<file path="config.mk">
export PLATFORM = sky130hd
export DESIGN_NAME = encoderControl
export DESIGN_NICKNAME = d
export VERILOG_FILES = /design/src/rtl/g729Pkg.sv /design/src/rtl/encoderControl.sv /design/src/rtl/encoderSchedule.sv /design/src/rtl/frameGate.sv /design/src/rtl/stepSequencer.sv
export SDC_FILE = /design/constraint.sdc
export NUM_CORES = 1
export LEC_CHECK = 0
export ABC_AREA = 0
export BUFFER_PORTS_ARGS = -buffer_cell sky130_fd_sc_hd__buf_2
export CORE_MARGIN = 4
export CORE_UTILIZATION = 50
export CTS_CLUSTER_SIZE = 24
export DETAILED_ROUTE_END_ITERATION = 10
export GPL_ROUTABILITY_DRIVEN = 0
export MAX_ROUTING_LAYER = met4
export PLACE_DENSITY = 0.78
export SLEW_MARGIN = 0
export SYNTH_ARGS = -nofsm -noshare
export SYNTH_HDL_FRONTEND = slang
export SYNTH_SLANG_ARGS = --single-unit
</file>
<file path="constraint.sdc">
create_clock -name clock -period 14.1 [get_ports clock]
set_input_delay 2.115 -clock clock [delete_from_list [all_inputs] [get_ports clock]]
set_output_delay 2.115 -clock clock [all_outputs]
set_load 0.05 [all_outputs]
</file>
<file path="src/rtl/g729Pkg.sv">
package g729Pkg;

	////////////////////////////////////////
	// Frame geometry
	////////////////////////////////////////

	localparam int frameLength       = 80; // Samples per frame
	localparam int subframeLength    = 40; // Samples per subframe
	localparam int framesPerAnalysis = 2;  // Frame-done pulses per LP analysis
	localparam int frameSteps        = 19; // Steps 0 to 18
	localparam int subframeSteps     = 25; // Steps 19 to 43

	// Step number, also drives the math select
	typedef logic [5:0] stepIndex_t;

	////////////////////////////////////////
	// Processing units
	////////////////////////////////////////

	// Enum value of a unit is its bit position in unitFlags_t
	typedef enum logic [4:0] {
		autocorr,
		lagWindow,
		levinson,
		azToLsp,
		quaLsp,
		intLpc,
		intQlpc,
		math1,
		percVar,
		weightAz,
		residu,
		synFilt,
		pitchOl,
		math2,
		math3,
		pitchFr3,
		encLag3,
		parityPitch,
		predLt3,
		convolve,
		gPitch,
		math4,
		testErr,
		acelpCodebook,
		math5,
		corrXy2,
		quaGain,
		math6,
		updateExcErr,
		math7
	} unitId_t;

	// Listed from MSB down, so autocorr sits at bit 0
	typedef struct packed {
		logic math7;
		logic updateExcErr;
		logic math6;
		logic quaGain;
		logic corrXy2;
		logic math5;
		logic acelpCodebook;
		logic testErr;
		logic math4;
		logic gPitch;
		logic convolve;
		logic predLt3;
		logic parityPitch;
		logic encLag3;
		logic pitchFr3;
		logic math3;
		logic math2;
		logic pitchOl;
		logic synFilt;
		logic residu;
		logic weightAz;
		logic percVar;
		logic math1;
		logic intQlpc;
		logic intLpc;
		logic quaLsp;
		logic azToLsp;
		logic levinson;
		logic lagWindow;
		logic autocorr;
	} unitFlags_t;

	typedef struct packed {
		unitId_t unit;
		logic    gapBefore;         // One idle cycle after the previous done
		logic    firstSubframeOnly; // Skipped when subframe is not 0
		logic    lastInPhase;       // End of frame phase or of a subframe pass
	} scheduleEntry_t;

endpackage

</file>
<file path="src/rtl/encoderControl.sv">
`timescale 1ns/1ps

module encoderControl
(
	input  logic                clock,
	input  logic                reset,
	input  logic                start,
	input  logic                frameDone,
	input  logic                divErr,
	input  g729Pkg::unitFlags_t unitDone,
	output g729Pkg::unitFlags_t unitStart,
	output g729Pkg::stepIndex_t mathSel,
	output logic [5:0]          subframe,
	output logic                encodeDone
);
	import g729Pkg::*;

	logic           analysisGo;
	scheduleEntry_t entry;

	frameGate gate
	(
		.clock      (clock),
		.reset      (reset),
		.start      (start),
		.frameDone  (frameDone),
		.analysisGo (analysisGo)
	);

	// The step index doubles as the math select
	encoderSchedule schedule
	(
		.stepIndex (mathSel),
		.entry     (entry)
	);

	stepSequencer sequencer
	(
		.clock      (clock),
		.reset      (reset),
		.start      (start),
		.divErr     (divErr),
		.analysisGo (analysisGo),
		.unitDone   (unitDone),
		.entry      (entry),
		.stepIndex  (mathSel),
		.unitStart  (unitStart),
		.subframe   (subframe),
		.encodeDone (encodeDone)
	);

endmodule

</file>
<file path="src/rtl/encoderSchedule.sv">
`timescale 1ns/1ps

module encoderSchedule
(
	input  g729Pkg::stepIndex_t     stepIndex,
	output g729Pkg::scheduleEntry_t entry
);
	import g729Pkg::*;

	function automatic scheduleEntry_t makeEntry
	(
		input unitId_t unit,
		input logic    gap,
		input logic    firstOnly,
		input logic    last
	);
		scheduleEntry_t e;
		e.unit = unit;
		e.gapBefore = gap;
		e.firstSubframeOnly = firstOnly;
		e.lastInPhase = last;
		return e;
	endfunction

	always_comb
	begin
		case (stepIndex)
			////////////////////////////////////////
			// Frame phase, LP analysis to open-loop pitch
			////////////////////////////////////////
			6'd0:  entry = makeEntry(autocorr,      1'b0, 1'b0, 1'b0);
			6'd1:  entry = makeEntry(lagWindow,     1'b0, 1'b0, 1'b0);
			6'd2:  entry = makeEntry(levinson,      1'b0, 1'b0, 1'b0);
			6'd3:  entry = makeEntry(azToLsp,       1'b0, 1'b0, 1'b0);
			6'd4:  entry = makeEntry(quaLsp,        1'b0, 1'b0, 1'b0);
			6'd5:  entry = makeEntry(intLpc,        1'b0, 1'b0, 1'b0);
			6'd6:  entry = makeEntry(intQlpc,       1'b0, 1'b0, 1'b0);
			6'd7:  entry = makeEntry(math1,         1'b0, 1'b0, 1'b0);
			6'd8:  entry = makeEntry(percVar,       1'b0, 1'b0, 1'b0);
			6'd9:  entry = makeEntry(weightAz,      1'b0, 1'b0, 1'b0); // Gamma1
			6'd10: entry = makeEntry(weightAz,      1'b1, 1'b0, 1'b0); // Gamma2
			6'd11: entry = makeEntry(residu,        1'b0, 1'b0, 1'b0);
			6'd12: entry = makeEntry(synFilt,       1'b0, 1'b0, 1'b0);
			6'd13: entry = makeEntry(weightAz,      1'b0, 1'b0, 1'b0); // Second half
			6'd14: entry = makeEntry(weightAz,      1'b1, 1'b0, 1'b0);
			6'd15: entry = makeEntry(residu,        1'b0, 1'b0, 1'b0);
			6'd16: entry = makeEntry(synFilt,       1'b0, 1'b0, 1'b0);
			6'd17: entry = makeEntry(pitchOl,       1'b0, 1'b0, 1'b0);
			6'd18: entry = makeEntry(math2,         1'b0, 1'b0, 1'b1); // Lag bounds
			////////////////////////////////////////
			// Subframe phase, run once per 40 samples
			////////////////////////////////////////
			6'd19: entry = makeEntry(weightAz,      1'b0, 1'b0, 1'b0);
			6'd20: entry = makeEntry(weightAz,      1'b1, 1'b0, 1'b0);
			6'd21: entry = makeEntry(math3,         1'b0, 1'b0, 1'b0);
			6'd22: entry = makeEntry(synFilt,       1'b0, 1'b0, 1'b0); // Impulse response
			6'd23: entry = makeEntry(synFilt,       1'b1, 1'b0, 1'b0);
			6'd24: entry = makeEntry(residu,        1'b0, 1'b0, 1'b0);
			6'd25: entry = makeEntry(synFilt,       1'b0, 1'b0, 1'b0);
			6'd26: entry = makeEntry(residu,        1'b0, 1'b0, 1'b0);
			6'd27: entry = makeEntry(synFilt,       1'b0, 1'b0, 1'b0); // Target signal
			6'd28: entry = makeEntry(pitchFr3,      1'b0, 1'b0, 1'b0);
			6'd29: entry = makeEntry(encLag3,       1'b0, 1'b0, 1'b0);
			6'd30: entry = makeEntry(parityPitch,   1'b0, 1'b1, 1'b0);
			6'd31: entry = makeEntry(predLt3,       1'b0, 1'b0, 1'b0);
			6'd32: entry = makeEntry(convolve,      1'b0, 1'b0, 1'b0);
			6'd33: entry = makeEntry(gPitch,        1'b0, 1'b0, 1'b0);
			6'd34: entry = makeEntry(testErr,       1'b0, 1'b0, 1'b0);
			6'd35: entry = makeEntry(math4,         1'b0, 1'b0, 1'b0);
			6'd36: entry = makeEntry(acelpCodebook, 1'b0, 1'b0, 1'b0);
			6'd37: entry = makeEntry(math5,         1'b0, 1'b0, 1'b0);
			6'd38: entry = makeEntry(corrXy2,       1'b0, 1'b0, 1'b0);
			6'd39: entry = makeEntry(quaGain,       1'b0, 1'b0, 1'b0);
			6'd40: entry = makeEntry(math6,         1'b0, 1'b0, 1'b0);
			6'd41: entry = makeEntry(updateExcErr,  1'b0, 1'b0, 1'b0);
			6'd42: entry = makeEntry(synFilt,       1'b0, 1'b0, 1'b0); // Filter memory update
			6'd43: entry = makeEntry(math7,         1'b0, 1'b0, 1'b1);
			default: entry = makeEntry(autocorr,    1'b0, 1'b0, 1'b1); // Out of table
		endcase
	end

endmodule

</file>
<file path="src/rtl/frameGate.sv">
`timescale 1ns/1ps

module frameGate
(
	input  logic clock,
	input  logic reset,
	input  logic start,
	input  logic frameDone,
	output logic analysisGo
);
	import g729Pkg::*;

	logic       armed;      // Set once start has been seen
	logic [1:0] frameCount;
	logic       countHit;

	assign countHit = frameCount == 2'(framesPerAnalysis - 1);

	always_ff @(posedge clock)
	begin
		if (reset)
			armed <= 1'b0;
		else if (start)
			armed <= 1'b1;
	end

	// LP analysis runs on every second frame
	always_ff @(posedge clock)
	begin
		if (reset)
		begin
			frameCount <= '0;
			analysisGo <= 1'b0;
		end
		else
		begin
			analysisGo <= 1'b0;
			if (armed && frameDone)
			begin
				if (countHit)
				begin
					frameCount <= '0; // Restart count for later frames
					analysisGo <= 1'b1;
				end
				else
					frameCount <= frameCount + 1'b1;
			end
		end
	end

endmodule

</file>
<file path="src/rtl/stepSequencer.sv">
`timescale 1ns/1ps

module stepSequencer
(
	input  logic                    clock,
	input  logic                    reset,
	input  logic                    start,
	input  logic                    divErr,
	input  logic                    analysisGo,
	input  g729Pkg::unitFlags_t     unitDone,
	input  g729Pkg::scheduleEntry_t entry,
	output g729Pkg::stepIndex_t     stepIndex,
	output g729Pkg::unitFlags_t     unitStart,
	output logic [5:0]              subframe,
	output logic                    encodeDone
);
	import g729Pkg::*;

	typedef enum logic [2:0] {
		idle,
		waitGo,
		gap,
		issue,
		waitDone,
		loopCheck,
		finish
	} state_t;

	state_t     state;
	state_t     nextState;
	stepIndex_t stepReg;
	stepIndex_t stepNext;
	logic [5:0] subframeNext;
	unitId_t    busyUnit;     // Unit started last
	unitId_t    busyUnitNext;
	logic       busyLast;     // Its step closes a phase
	logic       busyLastNext;
	logic       doneHit;
	logic       advance;
	logic       launch;
	logic       skipStep;
	logic [6:0] offsetSum;
	logic       finalStep;

	////////////////////////////////////////
	// Step lookup
	////////////////////////////////////////

	assign doneHit = unitDone[busyUnit]; // Done bits of idle units are ignored
	assign advance = (state == waitDone) && doneHit && !busyLast;

	// Look ahead on a done so the next start goes out in the same cycle
	assign stepIndex = advance ? stepReg + 1'b1 : stepReg;

	assign skipStep = entry.firstSubframeOnly && (subframe != '0);
	assign offsetSum = {1'b0, subframe} + 7'(subframeLength);
	assign finalStep = (stepReg == stepIndex_t'(frameSteps + subframeSteps - 1))
		&& (offsetSum >= 7'(frameLength));

	////////////////////////////////////////
	// Next state
	////////////////////////////////////////

	always_comb
	begin
		nextState = state;
		stepNext = stepReg;
		subframeNext = subframe;
		busyUnitNext = busyUnit;
		busyLastNext = busyLast;
		launch = 1'b0;
		unitStart = '0;
		encodeDone = 1'b0;

		case (state)
			idle:
			begin
				if (start)
					nextState = waitGo;
			end
			waitGo:
			begin
				if (analysisGo)
				begin
					stepNext = '0;
					subframeNext = '0;
					nextState = issue;
				end
			end
			gap, issue:
				launch = 1'b1;
			waitDone:
			begin
				if (doneHit)
				begin
					if (busyLast)
						nextState = finalStep ? finish : loopCheck;
					else if (entry.gapBefore)
					begin
						stepNext = stepIndex; // Second issue of a pair
						nextState = gap;
					end
					else
						launch = 1'b1;
				end
			end
			loopCheck:
			begin
				// Frame phase ends at step 18, a pass adds one subframe
				if (stepReg != stepIndex_t'(frameSteps - 1))
					subframeNext = offsetSum[5:0];
				stepNext = stepIndex_t'(frameSteps);
				nextState = issue;
			end
			finish:
			begin
				encodeDone = 1'b1;
				stepNext = '0;
				subframeNext = '0;
				nextState = waitGo; // Ready for the next analysis go
			end
			default:
				nextState = idle;
		endcase

		if (launch)
		begin
			if (skipStep)
			begin
				stepNext = stepIndex + 1'b1; // Parity pitch in second subframe
				nextState = issue;
			end
			else
			begin
				unitStart[entry.unit] = 1'b1;
				busyUnitNext = entry.unit;
				busyLastNext = entry.lastInPhase;
				stepNext = stepIndex;
				nextState = waitDone;
			end
		end

		// Division error aborts the frame
		if (divErr)
		begin
			unitStart = '0;
			encodeDone = 1'b0;
			stepNext = '0;
			subframeNext = '0;
			nextState = idle;
		end
	end

	always_ff @(posedge clock)
	begin
		if (reset)
		begin
			state <= idle;
			stepReg <= '0;
			subframe <= '0;
		end
		else
		begin
			state <= nextState;
			stepReg <= stepNext;
			subframe <= subframeNext;
		end
	end

	always_ff @(posedge clock)
	begin
		busyUnit <= busyUnitNext;
		busyLast <= busyLastNext;
	end

endmodule
</file>
* Word level (Yosys, flattened, before mapping) *
Memories as Yosys holds them, arrays and structs flattened.
Cells that the tools add are included.

word-level totals
  flip-flop bits (word level) = 25
  memory bits (read-only) = 512
  input bits = 35
  output and inout bits = 43
  logic and storage cells = 89
  memories kept = 1

memories
  name              depth  bits a word  rd ports  clocked after Yosys merged registers in  wr ports  line                   RTL
  (name not given)  64     8            1         0                                        0         encoderSchedule.sv:27  case (stepIndex)

operators by class
  add/subtract/negate cells = 4
  magnitude comparators = 4
  equal/unequal tests = 18
  muxes and demuxes = 34
  bitwise logic cells = 2
  reduce and logical (&&, ||, !) cells = 18

operators by type and width
  kind                                                                          count
  30-bit 2-to-1 mux                                                             3
  6-bit 2-to-1 mux                                                              8
  6-bit case mux with 4 select lines                                            1
  3-bit 2-to-1 mux                                                              7
  3-bit case mux with 6 select lines                                            1
  6-bit case mux with 3 select lines                                            1
  6-bit by 1-bit adder with 6-bit output, second input constant                 2
  5-bit by 6-bit less-than comparator with 1-bit output, second input constant  2
  5-bit AND reduction                                                           2
  3-bit == test, second input constant                                          3
  3-bit by 2-bit != test with 1-bit output, second input constant               3
  1-bit 2-to-1 mux                                                              8
  6-bit by 6-bit adder with 7-bit output, second input constant                 1
  7-bit >= comparator, second input constant                                    1
  3-bit by 2-bit == test with 1-bit output, second input constant               2
  6-bit == test, second input constant                                          1
  1-bit logical AND                                                             6
  6-bit by 5-bit != test with 1-bit output, second input constant               1
  6-bit nonzero test                                                            1
  2-bit OR reduction                                                            3
  1-bit binary-select mux with 5-bit select                                     1
  1-bit demux with 5-bit select                                                 1
  5-bit by 1-bit >= comparator with 1-bit output, second input constant         1
  5-bit nonzero test                                                            1
  16 further kinds                                                              19

* Longest topological paths before layout *
An unclocked memory read counts as a cell.

  word-level depth = 13
  gate-level depth with buffers = 16
  gate-level depth less buffers = 14

* By module *
A second synthesis with hierarchy kept.

unflattened totals
  cells, all modules = 301
  area, all modules = 2507.4 sq um

by module, submodules not included
  module           times used  cells an instance  area an instance (sq um)
  stepSequencer    1           222                1870.5
  encoderSchedule  1           67                 504.2
  frameGate        1           12                 132.6

* Worst setup path after synthesis *
Ideal clock, no wire load.

  path kind = input -> output
  from = in unitDone[21] in the netlist's numbering
  to = out unitStart[28] in the netlist's numbering
  arrival = 7.470 ns
  data required time = 11.985 ns
  path slack = 4.515 ns
  stages on the path = 14
  path buffers = 1
  cells stage by stage = mux4_2 o22ai_1 a311o_1 a311o_1 buf_6 mux2i_1 ha_1 nand2b_1 or4_1 o21ai_2 o311a_4 nor3_1 nand2_1 nor4_1

RTL lines
  what         line                  RTL
  from (decl)  encoderControl.sv:10  input g729Pkg::unitFlags_t unitDone,
  to (decl)    encoderControl.sv:11  output g729Pkg::unitFlags_t unitStart,

==> metrics.md <==
| Metric | Value |
|---|---|
| Outcome | `finished, final reports clean` |
| #FFs+latches synth | `22` |
| Rel. slew slack | `40.18%` |
| Avg WL per Cell | `16.03 um` |
| CP max FO | `11` |
| Proportion of layout cells with a drive suffix above 1 | `25.60%` |
| DIE WIDTH | `80.56 um` |
| Detail Route Antenna Nets | `0` |
| Core area | `0.005107 sq mm` |
| Data required, critical path | `11.98 ns` |
| Min-delay worst type | `reg2reg` |
| Setup WS post-layout | `5.306 ns` |
| Top-area cell type share of the netlist area | `12.17%` |
| Diode count | `0` |
| Top_reg_cell synth | `dfxtp_1` |
| Sequential Area | `500.5 sq um` |
| Worst EP arrival | `6.68 ns` |
| Die area | `0.006490 sq mm` |
| CTS resizes | `0` |
| F_max | `0.1137 GHz` |
| Min Clock Period, post-route | `8.794 ns` |
| CTS root buf | `clkbuf_8` |
| Clock Latency Late Sink | `0.26 ns` |
| Most numerous cell in the Yosys netlist | `nor2_1` |
| Initial antenna violation count | `0` |
| Multi-input gate area | `0.001947 sq mm` |
| Port Buffer Count | `74` |
| Detailed placer's ending HPWL | `6063 um` |
| Total Wirelength | `7757 um` |
| CP Launch Type | `primary input` |
| Ys async rst share | `0%` |
| Inst Count DP | `480` |
| PwrDens | `56.84 mW/mm^2` |
| Worst Tran Pin Value | `0.8897 ns` |
| Tcrit/Tclk final | `62.37%` |
| CTS tree | `done` |
| Largest net degree at the start of global routing | `16` |
| Number of max-cap violations | `0` |
| RSZ-0062 raised after global routing | `false` |
| Filler Cells Inserted | `458` |
| Initial core utilization | `51.54%` |
| Vias | `2967` |
| CTS Hold Bufs | `0` |
| Worst reg2reg setup slack | `9.01 ns` |
| Synth Warn # | `0` |
| VDD IR max | `44.48 uV` |
| Post-synth EDFFs | `6` |
| Synth area leader | `dfxtp_1` |
| Synth cell count leaders | `nor2_1 (45), nand2_1 (28), inv_1 (23), dfxtp_1 (16), a21oi_1 (15)` |
| Setup-failing EPs final | `0` |
| Hold Vio Cnt, Final | `0` |
| Final core occ | `60.12%` |
| Synth Instances | `351` |
| Post-Layout Cell Count | `484` |
| Syn Area/Cell | `7.500 sq um` |
| Die height | `80.56 um` |
| Setup TNS after final layout | `0 ns` |
| H-tree depth | `1` |
| Fin nets | `463` |
| CTS Buf Count | `3` |
| Top cells by area, synth | `dfxtp_1 (12%), edfxtp_1 (6.8%), nor2_1 (6.4%)` |
| Vias in the first global route | `2674` |
| Finished Cell Area | `0.003070 sq mm` |
| Pre-CTS WS | `5.406 ns` |
| First-pass GRT wire length | `12390 um` |
| DRT Pass-1 Iters | `5` |
| Final Max Slew Viols | `0` |
| # IOs | `78` |
| Cell area after placement | `0.002999 sq mm` |
| Overall Global Routing Usage | `24.27%` |
| Gr ovfl total | `0` |
| Worst-path clk slew | `0.08 ns` |
| Leak | `0.001346 uW` |
| Post-synthesis sequential area ratio | `19.01%` |
| Core Rows | `26` |
| Critical path class | `in2out` |
| Worst setup EP type | `output port` |
| First DRT Iteration DRCs | `329` |
| Sink Count | `22` |
| Post-synthesis cell area | `0.002633 sq mm` |
| Routed vias/inst | `6.130` |
| Clock tree buffer depth | `2` |
| Netlist cell types | `69` |
| Fin Clk Skew | `0.002222 ns` |
| Syn-to-layout area delta | `16.63%` |
| Residual DRC | `0` |
| Post-CTS Setup Bufs | `0` |
[metal layers]
| metal | share of wire (%) | global-route usage, % | routed length, um | up-vias |
|---|---|---|---|---|
| met4 | 3.8 | 9.797 | 294 | 0 |
| li1 | - | - | - | 1409 |
| met1 | 42 | 30.82 | 3235 | 1350 |
| met3 | 9.6 | 3.700 | 746 | 31 |
| met5 | 0 | - | 0 | - |
| met2 | 45 | 38.58 | 3481 | 177 |
[worst max-delay path, cell delays in order]
cell and delay (ns):
buf_2 0.10, mux4_2 0.45, o22ai_1 0.22, a311o_1 0.21, a311o_1 0.59, mux2i_1 0.65, ha_1 0.46, nand2b_1 0.12
or4_1 0.12, o21ai_2 0.09, o311a_4 0.40, or2_4 0.26, or4_4 0.50, nor2_2 0.12, buf_2 0.27
[registers in the layout (all words and copies together) (netlist names)]
register / flops
sequencer.busyUnit: 5
sequencer.state: 3
sequencer.stepReg: 6
gate.frameCount: 2
sequencer.subframe: 3
gate.armed: 1
gate.analysisGo: 1
sequencer.busyLast: 1
[cell families after synthesis]
kind of cell	share of synthesized area [%]
and+or+nand+nor	31.70
AOI/OAI and AO/OA	23.62
buffers and inverters	7.319
DFF	19.01
muxes	9.078
adders and majority gates	6.179
xor gates and xnor gates	2.947
other	0.1424
[power by group]
group          total (uW)  switching [uW]  leakage [uW]  internal, uW
registers            70.8            3.88      0.000186          66.9
clock network        58.6            20.7     0.0000357          37.9
logic                45.1            27.4       0.00112          17.7
total                 175            52.0       0.00135           123
[cell usage in the layout (no fill, tap or decap), drive strengths merged, types with 4 or more instances in the layout]
cell type,netlist,final
a211oi,10,10
a21oi,15,15
a31oi,4,4
and2,5,5
and3,4,4
buf,10,75
dfxtp,16,16
edfxtp,6,6
ha,13,13
inv,23,23
mux2i,13,13
nand2,28,28
nand2b,11,11
nand3,13,13
nand3b,4,4
nor2,52,52
nor2b,4,4
nor3,13,13
nor4,12,12
o211ai,4,4
o21ai,15,15
o311ai,4,4
o31ai,4,4
or2,5,5
xnor2,6,6
[path summary, 6_finish.rpt]
| check | start | end | depth (start not counted) |
|---|---|---|---|
| setup / recovery | unitDone[21] | unitStart[23] | 15 |
| hold / removal | gate.frameCount[1]$_SDFFE_PP0P_ | gate.analysisGo$_SDFF_PP0_ | 1 |
| setup reg to reg | sequencer.busyUnit[0]$_DFFE_PP_ | sequencer.stepReg[0]$_SDFFE_PP0P_ | 13 |
| hold reg to reg | gate.frameCount[1]$_SDFFE_PP0P_ | gate.analysisGo$_SDFF_PP0_ | 1 |
[final cells by class]
cell class / instances / share of cell area [%]
tap: 70 / 2.852
inverter: 23 / 2.812
clock inverter: 1 / 0.9780
sequential: 22 / 16.30
multi-input combinational: 290 / 63.41
clock buffer: 3 / 1.345
timing repair buffer: 75 / 12.31
[through the flow]
stage | total power, uW | hold slack, ns
final | 174.5 | 0.4303
after detailed placement | 116.1 | 0.4147
after CTS | 174.6 | 0.4330
after global routing | 182.9 | 0.4569
after global placement | 115.2 | 0.4141
after floorplan | 104.1 | 0.3982
(Power assumes the default switching activity.)
